--- config.mk ---
export PLATFORM = sky130hd
export DESIGN_NAME = rtg_audio_top
export DESIGN_NICKNAME = d
export VERILOG_FILES = /design/src/source/video_pkg.sv /design/src/source/mem_pkg.sv /design/src/source/rtg_audio_top.sv /design/src/source/aux_audio.sv /design/src/source/rtg_video.sv /design/src/source/stream_fifo.sv /design/src/source/mem_arbiter.sv
export SDC_FILE = /design/constraint.sdc
export NUM_CORES = 1
export LEC_CHECK = 0
export BUFFER_PORTS_ARGS = -buffer_cell sky130_fd_sc_hd__buf_2
export CAP_MARGIN = 20
export CORE_UTILIZATION = 50
export DETAILED_ROUTE_END_ITERATION = 6
export MAX_ROUTING_LAYER = met4
export PLACE_DENSITY_LB_ADDON = 0.2
export SLEW_MARGIN = 15
export SYNTH_ARGS = -nofsm -noshare
export SYNTH_HDL_FRONTEND = slang
export SYNTH_SLANG_ARGS = --single-unit
--- constraint.sdc ---
create_clock -name clk_114 -period 7.7 [get_ports clk_114]
set_clock_uncertainty 0.2 [all_clocks]
set_input_delay 0.385 -clock clk_114 [delete_from_list [all_inputs] [get_ports clk_114]]
set_output_delay 0.385 -clock clk_114 [all_outputs]
set_load 0.01 [all_outputs]
--- src/source/video_pkg.sv ---
`default_nettype none

package video_pkg;

  ////////////////////////////////////////////////////////////
  // Pixel formats
  ////////////////////////////////////////////////////////////

  localparam int COLOR_W = 8;                           // Output channel width
  localparam int FIELD_W = 5;                           // Hi-colour 5:5:5 field

  typedef logic [COLOR_W-1:0] color_t;

  ////////////////////////////////////////////////////////////
  // Timing fields
  ////////////////////////////////////////////////////////////

  localparam int PIX_WIDTH_W = 4;                       // Clocks per pixel minus one
  localparam int VB_END_W    = 7;                       // Lines held after vblank

  typedef enum logic {
    VB_HOLD,                                            // Still inside RTG blank area
    VB_ACTIVE                                           // Visible lines
  } vblank_state_e;

endpackage

`default_nettype wire

--- src/source/mem_pkg.sv ---
`default_nettype none

package mem_pkg;

  ////////////////////////////////////////////////////////////
  // Shared memory port
  ////////////////////////////////////////////////////////////

  localparam int MEM_ADDR_W = 23;                       // Word address, 8M words
  localparam int MEM_DATA_W = 16;                       // One chip word
  localparam int BURST_LEN  = 4;                        // Words per granted burst

  typedef logic [MEM_ADDR_W-1:0] mem_addr_t;
  typedef logic [MEM_DATA_W-1:0] mem_word_t;

  ////////////////////////////////////////////////////////////
  // Arbiter and memory map
  ////////////////////////////////////////////////////////////

  typedef enum logic [1:0] {
    ARB_IDLE,                                           // No burst outstanding
    ARB_VIDEO,                                          // RTG fetcher owns the port
    ARB_AUDIO                                           // Aux audio fetcher owns it
  } arb_state_e;

  // Aux audio ring sits at 0x300000 words in SDRAM
  localparam mem_addr_t AUD_BASE = 23'h30_0000;

endpackage

`default_nettype wire
--- src/source/rtg_audio_top.sv ---
`timescale 1ns/1ps
`default_nettype none

module rtg_audio_top #(
  parameter int FIFO_DEPTH = 16,                        // Words per fetcher
  parameter int TICK_DIV   = 2572                       // Audio frame period
) (
  input  wire                                clk_114,
  input  wire                                arst_n,
  // Memory port
  output wire                                mem_req,
  output wire mem_pkg::mem_addr_t            mem_addr,
  input  wire mem_pkg::mem_word_t            mem_rdata,
  input  wire                                mem_fill,
  // Video
  input  wire                                rtg_ena,
  input  wire mem_pkg::mem_addr_t            base_addr,     // Frame start
  input  wire [video_pkg::PIX_WIDTH_W-1:0]   pixel_width,
  input  wire [video_pkg::VB_END_W-1:0]      vb_end,
  input  wire                                hblank,
  input  wire                                vblank,
  input  wire                                hsync,
  input  wire video_pkg::color_t             native_red,
  input  wire video_pkg::color_t             native_green,
  input  wire video_pkg::color_t             native_blue,
  output wire video_pkg::color_t             red,
  output wire video_pkg::color_t             green,
  output wire video_pkg::color_t             blue,
  output wire                                pixel_strobe,
  // Audio
  input  wire                                aud_ena,
  input  wire [mem_pkg::MEM_DATA_W-1:0]      native_left,
  input  wire [mem_pkg::MEM_DATA_W-1:0]      native_right,
  output wire [mem_pkg::MEM_DATA_W-1:0]      audio_left,
  output wire [mem_pkg::MEM_DATA_W-1:0]      audio_right
);

  wire                     vid_req;
  wire mem_pkg::mem_addr_t vid_addr;
  wire                     vid_fill;
  wire mem_pkg::mem_word_t vid_q;
  wire                     vid_restart;
  wire                     aud_req;
  wire mem_pkg::mem_addr_t aud_addr;
  wire                     aud_fill;
  wire mem_pkg::mem_word_t aud_q;
  wire                     aud_restart;
  wire                     aud_rd;

  ////////////////////////////////////////////////////////////
  // Shared memory port
  ////////////////////////////////////////////////////////////

  mem_arbiter mem_arbiter_inst (
    .clk_114  (clk_114),
    .arst_n   (arst_n),
    .vid_req  (vid_req),
    .vid_addr (vid_addr),
    .vid_fill (vid_fill),
    .aud_req  (aud_req),
    .aud_addr (aud_addr),
    .aud_fill (aud_fill),
    .mem_req  (mem_req),
    .mem_addr (mem_addr),
    .mem_fill (mem_fill)
  );

  ////////////////////////////////////////////////////////////
  // RTG video path
  ////////////////////////////////////////////////////////////

  stream_fifo #(.FIFO_DEPTH(FIFO_DEPTH)) vid_fifo_inst (
    .clk_114    (clk_114),
    .arst_n     (arst_n),
    .restart    (vid_restart),
    .base       (base_addr),
    .fetch_req  (vid_req),
    .fetch_addr (vid_addr),
    .fetch_fill (vid_fill),
    .fetch_data (mem_rdata),                            // Data bus shared by both
    .rd_req     (pixel_strobe),
    .q          (vid_q)
  );

  rtg_video rtg_video_inst (
    .clk_114      (clk_114),
    .arst_n       (arst_n),
    .rtg_ena      (rtg_ena),
    .pixel_width  (pixel_width),
    .vb_end       (vb_end),
    .hblank       (hblank),
    .vblank       (vblank),
    .hsync        (hsync),
    .native_red   (native_red),
    .native_green (native_green),
    .native_blue  (native_blue),
    .q            (vid_q),
    .restart      (vid_restart),
    .rd_req       (pixel_strobe),
    .red          (red),
    .green        (green),
    .blue         (blue)
  );

  ////////////////////////////////////////////////////////////
  // Aux audio path
  ////////////////////////////////////////////////////////////

  stream_fifo #(.FIFO_DEPTH(FIFO_DEPTH)) aud_fifo_inst (
    .clk_114    (clk_114),
    .arst_n     (arst_n),
    .restart    (aud_restart),
    .base       (mem_pkg::AUD_BASE),
    .fetch_req  (aud_req),
    .fetch_addr (aud_addr),
    .fetch_fill (aud_fill),
    .fetch_data (mem_rdata),
    .rd_req     (aud_rd),
    .q          (aud_q)
  );

  aux_audio #(.TICK_DIV(TICK_DIV)) aux_audio_inst (
    .clk_114      (clk_114),
    .arst_n       (arst_n),
    .aud_ena      (aud_ena),
    .native_left  (native_left),
    .native_right (native_right),
    .q            (aud_q),
    .restart      (aud_restart),
    .rd_req       (aud_rd),
    .audio_left   (audio_left),
    .audio_right  (audio_right)
  );

endmodule

`default_nettype wire

--- src/source/aux_audio.sv ---
`timescale 1ns/1ps
`default_nettype none

module aux_audio #(
  parameter int TICK_DIV = 2572                         // Clocks per stereo frame
) (
  input  wire                                clk_114,
  input  wire                                arst_n,
  input  wire                                aud_ena,
  input  wire [mem_pkg::MEM_DATA_W-1:0]      native_left,   // Signed chipset audio
  input  wire [mem_pkg::MEM_DATA_W-1:0]      native_right,
  input  wire mem_pkg::mem_word_t            q,             // FIFO head sample
  output logic                               restart,
  output logic                               rd_req,
  output logic [mem_pkg::MEM_DATA_W-1:0]     audio_left,    // Offset binary
  output logic [mem_pkg::MEM_DATA_W-1:0]     audio_right
);

  localparam int DW = mem_pkg::MEM_DATA_W;
  localparam int TW = $clog2(TICK_DIV);

  logic [TW-1:0]      tick_cnt;
  logic               tick;                             // Left pop
  logic               tick_d;                           // Right pop, left out
  logic               tick_dd;                          // Right out
  mem_pkg::mem_word_t left_smp;
  mem_pkg::mem_word_t right_smp;

  // Samples are stored little endian
  function automatic mem_pkg::mem_word_t swap(input mem_pkg::mem_word_t w);
    return {w[DW/2-1:0], w[DW-1:DW/2]};
  endfunction

  // Signed saturating add, then sign bit flipped
  function automatic logic [DW-1:0] mix(input logic [DW-1:0] a, input logic [DW-1:0] b);
    logic [DW:0]   sum;
    logic [DW-1:0] sat;
    sum = {a[DW-1], a} + {b[DW-1], b};
    if (sum[DW] != sum[DW-1]) begin                     // Overflow
      sat = sum[DW] ? {1'b1, {(DW-1){1'b0}}} : {1'b0, {(DW-1){1'b1}}};
    end else begin
      sat = sum[DW-1:0];
    end
    return {~sat[DW-1], sat[DW-2:0]};
  endfunction

  assign restart = !aud_ena;
  assign rd_req  = tick || tick_d;                      // Two pops back to back

  ////////////////////////////////////////////////////////////
  // Sample rate divider
  ////////////////////////////////////////////////////////////

  always_ff @(posedge clk_114 or negedge arst_n) begin
    if (!arst_n) begin
      tick_cnt <= '0;
      tick     <= 1'b0;
      tick_d   <= 1'b0;
      tick_dd  <= 1'b0;
    end else begin
      tick_d  <= tick;
      tick_dd <= tick_d;
      if (!aud_ena) begin                               // Phase restarts on enable
        tick_cnt <= '0;
        tick     <= 1'b0;
      end else if (tick_cnt == TW'(TICK_DIV - 1)) begin
        tick_cnt <= '0;
        tick     <= 1'b1;
      end else begin
        tick_cnt <= tick_cnt + 1'b1;
        tick     <= 1'b0;
      end
    end
  end

  ////////////////////////////////////////////////////////////
  // Capture and mix
  ////////////////////////////////////////////////////////////

  always_ff @(posedge clk_114) begin
    if (tick) begin
      left_smp <= swap(q);                              // First word is left
    end
    if (tick_d) begin
      right_smp <= swap(q);
    end
  end

  always_ff @(posedge clk_114 or negedge arst_n) begin
    if (!arst_n) begin
      audio_left  <= {1'b1, {(DW-1){1'b0}}};            // Midscale
      audio_right <= {1'b1, {(DW-1){1'b0}}};
    end else begin
      if (tick_d) begin
        audio_left <= mix(left_smp, native_left);
      end
      if (tick_dd) begin
        audio_right <= mix(right_smp, native_right);
      end
    end
  end

endmodule

`default_nettype wire

--- src/source/rtg_video.sv ---
`timescale 1ns/1ps
`default_nettype none

module rtg_video (
  input  wire                                 clk_114,
  input  wire                                 arst_n,
  input  wire                                 rtg_ena,      // RTG screen on
  input  wire [video_pkg::PIX_WIDTH_W-1:0]    pixel_width,  // Clocks per pixel - 1
  input  wire [video_pkg::VB_END_W-1:0]       vb_end,       // Extra blank lines
  input  wire                                 hblank,
  input  wire                                 vblank,       // From chipset
  input  wire                                 hsync,
  input  wire video_pkg::color_t              native_red,
  input  wire video_pkg::color_t              native_green,
  input  wire video_pkg::color_t              native_blue,
  input  wire mem_pkg::mem_word_t             q,            // FIFO head, 5:5:5
  output logic                                restart,
  output logic                                rd_req,       // Pixel strobe
  output video_pkg::color_t                   red,
  output video_pkg::color_t                   green,
  output video_pkg::color_t                   blue
);

  localparam int FW = video_pkg::FIELD_W;

  video_pkg::vblank_state_e            vb_state;
  logic [video_pkg::VB_END_W-1:0]      vb_cnt;          // Lines since vblank fell
  logic [video_pkg::PIX_WIDTH_W-1:0]   pix_cnt;
  logic                                hsync_d;
  logic                                blank;

  // 5-bit field to 8 bits, top bits repeated into the LSBs
  function automatic video_pkg::color_t expand(input logic [FW-1:0] f);
    return {f, f[FW-1 -: video_pkg::COLOR_W - FW]};
  endfunction

  assign restart = vblank || !rtg_ena;                  // Rewind fetcher every frame
  assign blank   = (vb_state == video_pkg::VB_HOLD) || hblank;
  assign rd_req  = rtg_ena && !blank && (pix_cnt == pixel_width);

  ////////////////////////////////////////////////////////////
  // Vertical blank extension
  ////////////////////////////////////////////////////////////

  always_ff @(posedge clk_114 or negedge arst_n) begin
    if (!arst_n) begin
      vb_state <= video_pkg::VB_HOLD;
      vb_cnt   <= '0;
      hsync_d  <= 1'b0;
    end else begin
      hsync_d <= hsync;
      if (vblank) begin
        vb_state <= video_pkg::VB_HOLD;
        vb_cnt   <= '0;
      end else if (vb_cnt == vb_end) begin
        vb_state <= video_pkg::VB_ACTIVE;               // Count stays put until vblank
      end else if (hsync && !hsync_d) begin
        vb_cnt <= vb_cnt + 1'b1;                        // One per line
      end
    end
  end

  ////////////////////////////////////////////////////////////
  // Pixel clock divider
  ////////////////////////////////////////////////////////////

  always_ff @(posedge clk_114 or negedge arst_n) begin
    if (!arst_n) begin
      pix_cnt <= '0;
    end else if (blank || rd_req) begin
      pix_cnt <= '0;                                    // Realign at line start
    end else begin
      pix_cnt <= pix_cnt + 1'b1;
    end
  end

  ////////////////////////////////////////////////////////////
  // Colour output
  ////////////////////////////////////////////////////////////

  always_ff @(posedge clk_114 or negedge arst_n) begin
    if (!arst_n) begin
      red   <= '0;
      green <= '0;
      blue  <= '0;
    end else if (!rtg_ena) begin                        // Native chipset video
      red   <= native_red;
      green <= native_green;
      blue  <= native_blue;
    end else if (rd_req) begin                          // Head word, popped this edge
      red   <= expand(q[2*FW +: FW]);
      green <= expand(q[FW +: FW]);
      blue  <= expand(q[0 +: FW]);
    end
  end

endmodule

`default_nettype wire

--- src/source/stream_fifo.sv ---
`timescale 1ns/1ps
`default_nettype none

module stream_fifo #(
  parameter int FIFO_DEPTH = 16                         // Words, power of two
) (
  input  wire                clk_114,
  input  wire                arst_n,
  input  wire                restart,                   // Flush and rewind to base
  input  wire mem_pkg::mem_addr_t base,
  output logic               fetch_req,                 // Held for a whole burst
  output mem_pkg::mem_addr_t fetch_addr,                // Burst start address
  input  wire                fetch_fill,
  input  wire mem_pkg::mem_word_t fetch_data,
  input  wire                rd_req,                    // Pop at this clock edge
  output mem_pkg::mem_word_t q                          // Head word
);

  localparam int PTR_W = $clog2(FIFO_DEPTH);
  localparam int CNT_W = $clog2(FIFO_DEPTH + 1);
  localparam int BW    = $clog2(mem_pkg::BURST_LEN);

  mem_pkg::mem_word_t buf_mem [FIFO_DEPTH];             // Circular word store
  logic [PTR_W-1:0]   wr_ptr;
  logic [PTR_W-1:0]   rd_ptr;
  logic [CNT_W-1:0]   cnt;                              // Words held
  logic [BW-1:0]      burst_cnt;                        // Fills in current burst
  logic               discard;                          // Burst outlived a restart
  logic               wr_en;
  logic               rd_en;
  logic               burst_end;
  logic               room;

  assign wr_en     = fetch_fill && fetch_req && !discard && !restart;
  assign rd_en     = rd_req && (cnt != '0) && !restart; // Empty pop keeps stale head
  assign burst_end = fetch_fill && fetch_req && (burst_cnt == BW'(mem_pkg::BURST_LEN - 1));
  assign room      = cnt <= CNT_W'(FIFO_DEPTH - mem_pkg::BURST_LEN);
  assign q         = buf_mem[rd_ptr];

  ////////////////////////////////////////////////////////////
  // Burst prefetch
  ////////////////////////////////////////////////////////////

  always_ff @(posedge clk_114 or negedge arst_n) begin
    if (!arst_n) begin
      fetch_req  <= 1'b0;
      fetch_addr <= '0;
      burst_cnt  <= '0;
      discard    <= 1'b0;
    end else begin
      if (burst_end) begin                              // Drop req for at least a cycle
        fetch_req <= 1'b0;
        burst_cnt <= '0;
        discard   <= 1'b0;
        if (discard || restart) begin
          fetch_addr <= base;
        end else begin
          fetch_addr <= fetch_addr + mem_pkg::mem_addr_t'(mem_pkg::BURST_LEN);
        end
      end else if (fetch_req) begin                     // Address frozen mid-burst
        if (fetch_fill) begin
          burst_cnt <= burst_cnt + 1'b1;
        end
        if (restart) begin
          discard <= 1'b1;                              // Let it finish, drop words
        end
      end else if (restart) begin
        fetch_addr <= base;
      end else if (room) begin
        fetch_req <= 1'b1;                              // Space for a full burst
      end
    end
  end

  ////////////////////////////////////////////////////////////
  // Word store and occupancy
  ////////////////////////////////////////////////////////////

  always_ff @(posedge clk_114) begin
    if (wr_en) begin
      buf_mem[wr_ptr] <= fetch_data;
    end
  end

  always_ff @(posedge clk_114 or negedge arst_n) begin
    if (!arst_n) begin
      wr_ptr <= '0;
      rd_ptr <= '0;
      cnt    <= '0;
    end else if (restart) begin                         // Flush
      wr_ptr <= '0;
      rd_ptr <= '0;
      cnt    <= '0;
    end else begin
      if (wr_en) begin
        wr_ptr <= wr_ptr + 1'b1;                        // Wraps at depth
      end
      if (rd_en) begin
        rd_ptr <= rd_ptr + 1'b1;
      end
      cnt <= cnt + CNT_W'(wr_en) - CNT_W'(rd_en);
    end
  end

endmodule

`default_nettype wire

--- src/source/mem_arbiter.sv ---
`timescale 1ns/1ps
`default_nettype none

module mem_arbiter (
  input  wire                clk_114,
  input  wire                arst_n,
  input  wire                vid_req,                   // Video fetcher wants a burst
  input  wire mem_pkg::mem_addr_t vid_addr,
  output logic               vid_fill,
  input  wire                aud_req,                   // Audio fetcher wants a burst
  input  wire mem_pkg::mem_addr_t aud_addr,
  output logic               aud_fill,
  output logic               mem_req,                   // Level, held until first fill
  output mem_pkg::mem_addr_t mem_addr,
  input  wire                mem_fill                   // One pulse per returned word
);

  localparam int BW = $clog2(mem_pkg::BURST_LEN);

  mem_pkg::arb_state_e state;
  logic [BW-1:0]       fill_cnt;                        // Words seen in this burst
  logic                last_fill;

  assign last_fill = mem_fill && (fill_cnt == BW'(mem_pkg::BURST_LEN - 1));

  // Request only until the first word lands
  assign mem_req  = (state != mem_pkg::ARB_IDLE) && (fill_cnt == '0);
  assign mem_addr = (state == mem_pkg::ARB_AUDIO) ? aud_addr : vid_addr;
  assign vid_fill = mem_fill && (state == mem_pkg::ARB_VIDEO);   // Route to owner
  assign aud_fill = mem_fill && (state == mem_pkg::ARB_AUDIO);

  ////////////////////////////////////////////////////////////
  // Burst-level grant FSM
  ////////////////////////////////////////////////////////////

  always_ff @(posedge clk_114 or negedge arst_n) begin
    if (!arst_n) begin
      state    <= mem_pkg::ARB_IDLE;
      fill_cnt <= '0;
    end else begin
      case (state)
        mem_pkg::ARB_IDLE: begin
          if (vid_req) begin                            // Video always wins
            state <= mem_pkg::ARB_VIDEO;
          end else if (aud_req) begin
            state <= mem_pkg::ARB_AUDIO;
          end
        end
        default: begin
          if (last_fill) begin                          // Burst done, pick again
            state    <= mem_pkg::ARB_IDLE;
            fill_cnt <= '0;
          end else if (mem_fill) begin
            fill_cnt <= fill_cnt + 1'b1;
          end
        end
      endcase
    end
  end

endmodule

`default_nettype wire

* Word-level counts from Yosys, hierarchy flattened
Memory sizes are Yosys's and may differ from the RTL's.
Cells that the tools add are included.
** Storage, ports and cells
- Output and inout bits :: 81
- Bits in writable memories :: 512
- Word-level logic and storage cells :: 203
- Register bits :: 200
- Memories kept :: 2
- Input port bits :: 114
** Operators by class
- Equal/unequal tests :: 18
- Muxes and demuxes :: 71
- $lt $le $gt $ge :: 2
- Add/subtract/negate cells :: 18
- Bitwise logic cells :: 4
- Reductions and logical operators :: 57
** Memory list
- aud_fifo_inst.buf_mem :: depth 16, bits a word 16, read ports 1, clocked after memory_dff 0, write ports 1, line stream_fifo.sv:23 : mem_pkg::mem_word_t buf_mem [FIFO_DEPTH];
- vid_fifo_inst.buf_mem :: depth 16, bits a word 16, read ports 1, clocked after memory_dff 0, write ports 1, line stream_fifo.sv:23
** Operators with widths (count)
- $mux 23 :: 9
- $mux 16 :: 6
- $mux 8 :: 6
- $add 23x3->23 const B :: 2
- $mux 4 :: 9
- $add 16x16->17 :: 2
- $mux 12 :: 2
- $mux 2 :: 12
- $reduce_bool 2->1 :: 12
- $mux 1 :: 22
- $mux 7 :: 3
- $add 4x1->4 const B :: 5
- $logic_and 1x1->1 :: 19
- $reduce_and 2->1 :: 9
- $add 12x1->12 const B :: 1
- $eq 12x12->1 const B :: 1
- $add 5x1->5 :: 2
- $le 5x4->1 const B :: 2
- $mux 5 :: 2
- $reduce_bool 5->1 :: 2
- $sub 5x1->5 :: 2
- $eq 2x2->1 const B :: 4
- $ne 2x1->1 const B :: 4
- $add 7x1->7 const B :: 1
- 11 further kinds :: 31

* Longest topological paths before layout
- Depth after elaboration :: 9
- Depth in mapped cells :: 17

* By module
Synthesis repeated with hierarchy kept, for this count alone.
** Second synthesis, totals
- Cell total of the unflattened synthesis :: 2109
- Area total of the unflattened synthesis :: 31421.4 µm²
** By module, submodules not included
- stream_fifo (aud_fifo_inst) :: times used 1, area an instance 12197.9 µm², cells an instance 716
- stream_fifo (vid_fifo_inst) :: times used 1, area an instance 12195.4 µm², cells an instance 720
- aux_audio :: times used 1, area an instance 4600.7 µm², cells an instance 447
- rtg_video :: times used 1, area an instance 1815.5 µm², cells an instance 176
- mem_arbiter :: times used 1, area an instance 604.3 µm², cells an instance 48
- rtg_audio_top :: times used 1, area an instance 7.5 µm², cells an instance 2

* Worst setup path before layout
No wires, ideal clock.
- Path type :: flip-flop to flip-flop
- From :: register rtg_video_inst.pix_cnt[2] (netlist bit)
- To :: register vid_fifo_inst.cnt[4]
- Path buffers :: 1
- Setup time :: 0.132 ns
- Clock period less this slack :: 3.255 ns
- Path slack :: 4.445 ns
- Arrival :: 2.923 ns
- Data required time :: 7.368 ns
- Cell stages (with the launch flop) :: 18
- Cell sequence :: dfrtp_1 -> xnor2_1 -> nand2_1 -> or4_1 -> clkbuf_1 -> a31oi_2 -> and2_1 -> ha_1 -> inv_1 -> ha_1 -> inv_1 -> fa_1 -> inv_1 -> a21oi_1 -> nor2_1 -> nor2_1 -> xor2_1 -> nor2_1
** On the way
- Longest elaborated chain between the ends :: 6
** RTL lines
- start: declaration :: line rtg_video.sv:28 : logic [video_pkg::PIX_WIDTH_W-1:0] pix_cnt;
- start signal: assignment :: line rtg_video.sv:73 : pix_cnt <= pix_cnt + 1'b1;
- $eq 4x4->1 :: line rtg_video.sv:39 : assign rd_req = rtg_ena && !blank && (pix_cnt == pixel_width);
- $logic_and 1x1->1 :: line rtg_video.sv:39
- $logic_and 1x1->1 (2 in series) :: line stream_fifo.sv:35 : assign rd_en = rd_req && (cnt != '0) && !restart;
- $sub 5x1->5 :: line stream_fifo.sv:101 : cnt <= cnt + CNT_W'(wr_en) - CNT_W'(rd_en);
- $mux 5 :: line stream_fifo.sv:90 : end else if (restart) begin
- end signal: assignment :: line stream_fifo.sv:101
- end: declaration :: line stream_fifo.sv:26 : logic [CNT_W-1:0] cnt;
Every way passes these cells.
A chain may end at the register's enable or synchronous reset.

* Final worst setup path
Ends and elaborated chain as after synthesis.

==> metrics.yaml <==
route:
  drt_pre_antenna_iters: 7
  viasPerCell: 5.788
  drc: 15
  finalWirelength_um: 69840
  num_vias: 18300
  wl_per_cell_um: 22.09
  drt_iter0_markers: 1499
  postRouteAntennaNets: 0
pwr:
  p_int_w: 0.006469
  power.density_nw_per_um2: 244.0
  clkPwrFrac_pct: 40.0
  pwr-share-seq_pct: 50.5
  finalPower_w: 0.008526
  swShare_pct: 24.12
  p_leak_nw: 12.53
  switchingPower_w: 0.002057
  vdd_drop_max_mv: 0.1751
  combPwrFrac_pct: 9.5
logic_synthesis:
  yosysTopAreaCellShare_pct: 52.57
  synth_cell_types: 76
  synth-async-reset-ratio_pct: 23.92
  syn_inst: 2060
  yosysTopAreaCell: "edfxtp_1"
  synth-edff-count: 528
  synth_seq_cells: 694
  ys_seq_area_share_pct: 66.36
  synth.most_common_cell: "edfxtp_1"
  ys_top_cells_by_count: "edfxtp_1, dfrtp_1, nand2_1, a21oi_1, nor2_1"
  synth_area_leaders: "edfxtp_1, dfrtp_1, mux4_2, mux2i_1, ha_1"
  yosysWarnings: 0
  synth.avg_cell_area_um2: 14.64
  syn-num-nets: 2245
  synthesis.area_um2: 30160
  synth_ff_type: "edfxtp_1"
critical_path:
  r2r-start: "rtg_video_inst.pix_cnt[2]"
  critPathCapture: "vid_fifo_inst.cnt[4]"
  r2r_end: "vid_fifo_inst.cnt[4]"
  worstRegToRegCells: 17
  critical_path_class: "reg -> reg"
  worst-path-max-fanout: 34
  required_ps: 7950
  cp.arrival_ps: 3900
  start_kind: "register"
  r2r_setup_slack_ps: 4050
  critPathCaptureType: "register"
  critPathLaunch: "rtg_video_inst.pix_cnt[2]"
timing:
  finalSetupTns_ps: 0
  finalSetupViolCount: 0
  hold_viol_final: 0
  relSlewSlack_pct: 29.70
  tightest_slew_ps: 1054
  rsz0062_at_grt: "no"
  final.min_clock_period_ps: 3651
  slew_violations: 0
  finalCritPeriodShare_pct: 47.41
  fmax_mhz: 273.9
layout:
  nets: 2513
  final_area_um2: 34940
  area_delta_synth_final_pct: 15.85
  fillers: 4484
  drive_gt1_share_pct: 21.50
floorplanning:
  die_w_um: 247.6
  die-area_um2: 61300
  io_pins: 195
  fp-row-count: 89
  core_area_um2: 59350
  die_height_um: 247.6
  initial_core_util_pct: 50.81
grt:
  grt_overflow: 0
  grt_max_degree: 64
  grt_usage_pct: 23.55
  grt_pass1_vias: 18080
  grt_pass1_wl_um: 105800
  antenna_found_initial: 3
place:
  place_area_um2: 32030
  io_buffers: 194
  hpwl_um: 44590
  globalplace.congestion: 0.9008
clock_tree:
  clockBufferDepth: 3
  cts-buffers-inserted: 72
  clk_latency_ps: 610
  cts.sinks: 694
  htree_levels: 3
  clk_pin_slew_worst_paths_ps: 60
  cts_resized: 0
  cts_tree: "built"
  root_buffer: "clkbuf_16"
run:
  max_cap_viol_count: 0
run_status:
  violations: "DRC"
  status: "complete, but fails checks"
worst_hold_path:
  hold_class: "in -> async"
-- placed cells by master (no fill, tap or decap), types with 6 or more instances in the layout --
master         Yosys  routed
clkinv_2           0      16
xnor2_1           31      31
mux2i_1           86      86
and2_1            27      27
nand4_1           17      17
buf_2             20     193
nor3_2             0       8
clkinv_1           1      12
inv_1             77      77
bufinv_16          0       6
o21ai_0          105     105
clkbuf_1          61      13
a21o_1            15      15
edfxtp_1         528     528
o22ai_2           10      11
a22oi_1           24      24
dlygate4sd3_1      0      57
nor3_1            20      12
nor2b_1           11      10
nor2_1           113     113
dfrtp_1          164     161
nand3_1           38      38
o22ai_1           32      31
a21oi_1          137     137
buf_4              7      40
a221oi_1          28      28
and3_1            14      14
nand2_1          146     146
xor2_1            37      37
mux2_2            40      40
clkbuf_16          0      72
o21a_1             9       9
mux4_2            89      89
a31oi_1           12      12
ha_1              67      67
-- power by group through the flow --
stage / registers, W / clock network, W / logic, W
3_3_place_gp: 0.00437 / 0 / 0.000759
4_1_cts: 0.00430 / 0.00347 / 0.000808
2_1_floorplan: 0.00434 / 0 / 0.000473
5_1_grt: 0.00432 / 0.00360 / 0.000896
6_report: 0.00430 / 0.00341 / 0.000809
3_5_place_dp: 0.00438 / 0 / 0.000781
-- flip-flops by register name, summed over array words and instances, names as in the netlist, 7 cells and up --
signal / flops
vid_fifo_inst.buf_mem: 240
aud_fifo_inst.buf_mem: 256
rtg_video_inst.red: 8
rtg_video_inst.blue: 8
rtg_video_inst.vb_cnt: 7
aux_audio_inst.audio_right: 16
aux_audio_inst.audio_left: 16
aux_audio_inst.tick_cnt: 12
aud_fifo_inst.fetch_addr: 21
vid_fifo_inst.fetch_addr: 23
aux_audio_inst.right_smp: 16
rtg_video_inst.green: 8
aux_audio_inst.left_smp: 16
-- worst min path at each step --
stage / slack (ps) / startpoint / cells after the start / endpoint
final: 140 / arst_n / 2 / aux_audio_inst.audio_right[5]
after global placement: 200 / arst_n / 1 / aux_audio_inst.audio_left[0]
after floorplan: -110 / arst_n / 0 / aud_fifo_inst.burst_cnt[0]
after detailed placement: 220 / arst_n / 1 / aux_audio_inst.audio_right[0]
after CTS: 120 / mem_rdata[9] / 1 / aud_fifo_inst.buf_mem[11][9]
after global routing: 150 / mem_rdata[9] / 1 / aud_fifo_inst.buf_mem[10][9]
-- layout make-up --
type | instances | area (um^2) | share of cell area [%]
diodes | 3 | 7.507 | 0.02149
clock buffers | 87 | 1878 | 5.375
clock inverters | 45 | 434.2 | 1.243
inverters | 78 | 292.8 | 0.8380
multi-input cells | 1190 | 9474 | 27.12
flip-flops and latches | 694 | 20020 | 57.30
well taps | 773 | 967.2 | 2.768
repair buffers | 292 | 1863 | 5.333
-- kinds of logic (layout without fill, tap and decap cells) --
kind of cell	Yosys count	after routing	share of synthesized area, %
AOI/OAI and AO/OA	418	418	8.754
adders and majority gates	71	71	3.045
muxes	215	215	10.99
xor gates and xnor gates	69	69	2.029
other	0	3	0
buffers and inverters	176	502	2.419
and+or+nand+nor	417	417	6.402
DFF	694	694	66.36
-- worst max-delay path: stages, from the launching register on --
cell and delay (ps):
dfrtp_1 420, xnor2_1 170, nand2_1 70, or4_1 520
buf_4 260, a31oi_2 320, and2_1 180, ha_1 220
inv_1 60, ha_1 170, inv_1 60, fa_1 410
inv_1 70, a21oi_1 60, nor2_1 90, nor2_1 60
xor2_1 130, nor2_1 60
-- per-layer routing --
| metal | wire (um) | vias to the layer above | global-route usage (%) | part of all wire, % |
|---|---|---|---|---|
| li1 | - | 8397 | - | - |
| met1 | 30840 | 9279 | 32.06 | 44 |
| met2 | 33510 | 536 | 36.81 | 48 |
| met3 | 4316 | 90 | 4.206 | 6.2 |
| met4 | 1180 | 0 | 6.027 | 1.7 |
| met5 | 0 | - | - | 0 |
-- stage by stage --
step / utilization, % / hold slack [ps] / instances / setup slack [ps]
final: 58.86 / 142.7 / 3162 / 4049
after global routing: 58.86 / 145.7 / 3162 / 3804
after CTS: 58.83 / 118.6 / 3158 / 4049
after detailed placement: 53.97 / 216.5 / 2969 / 3692
after global placement: 53.97 / 202.9 / 2969 / 3809
after floorplan: - / -110.6 / 2060 / 4445
-- timing repair --
item,in CTS,in global routing
hold endpoints to repair,146,0
buffers inserted,0,0
hold buffers,57,0
Note: power is estimated with default switching activity, not from simulation.
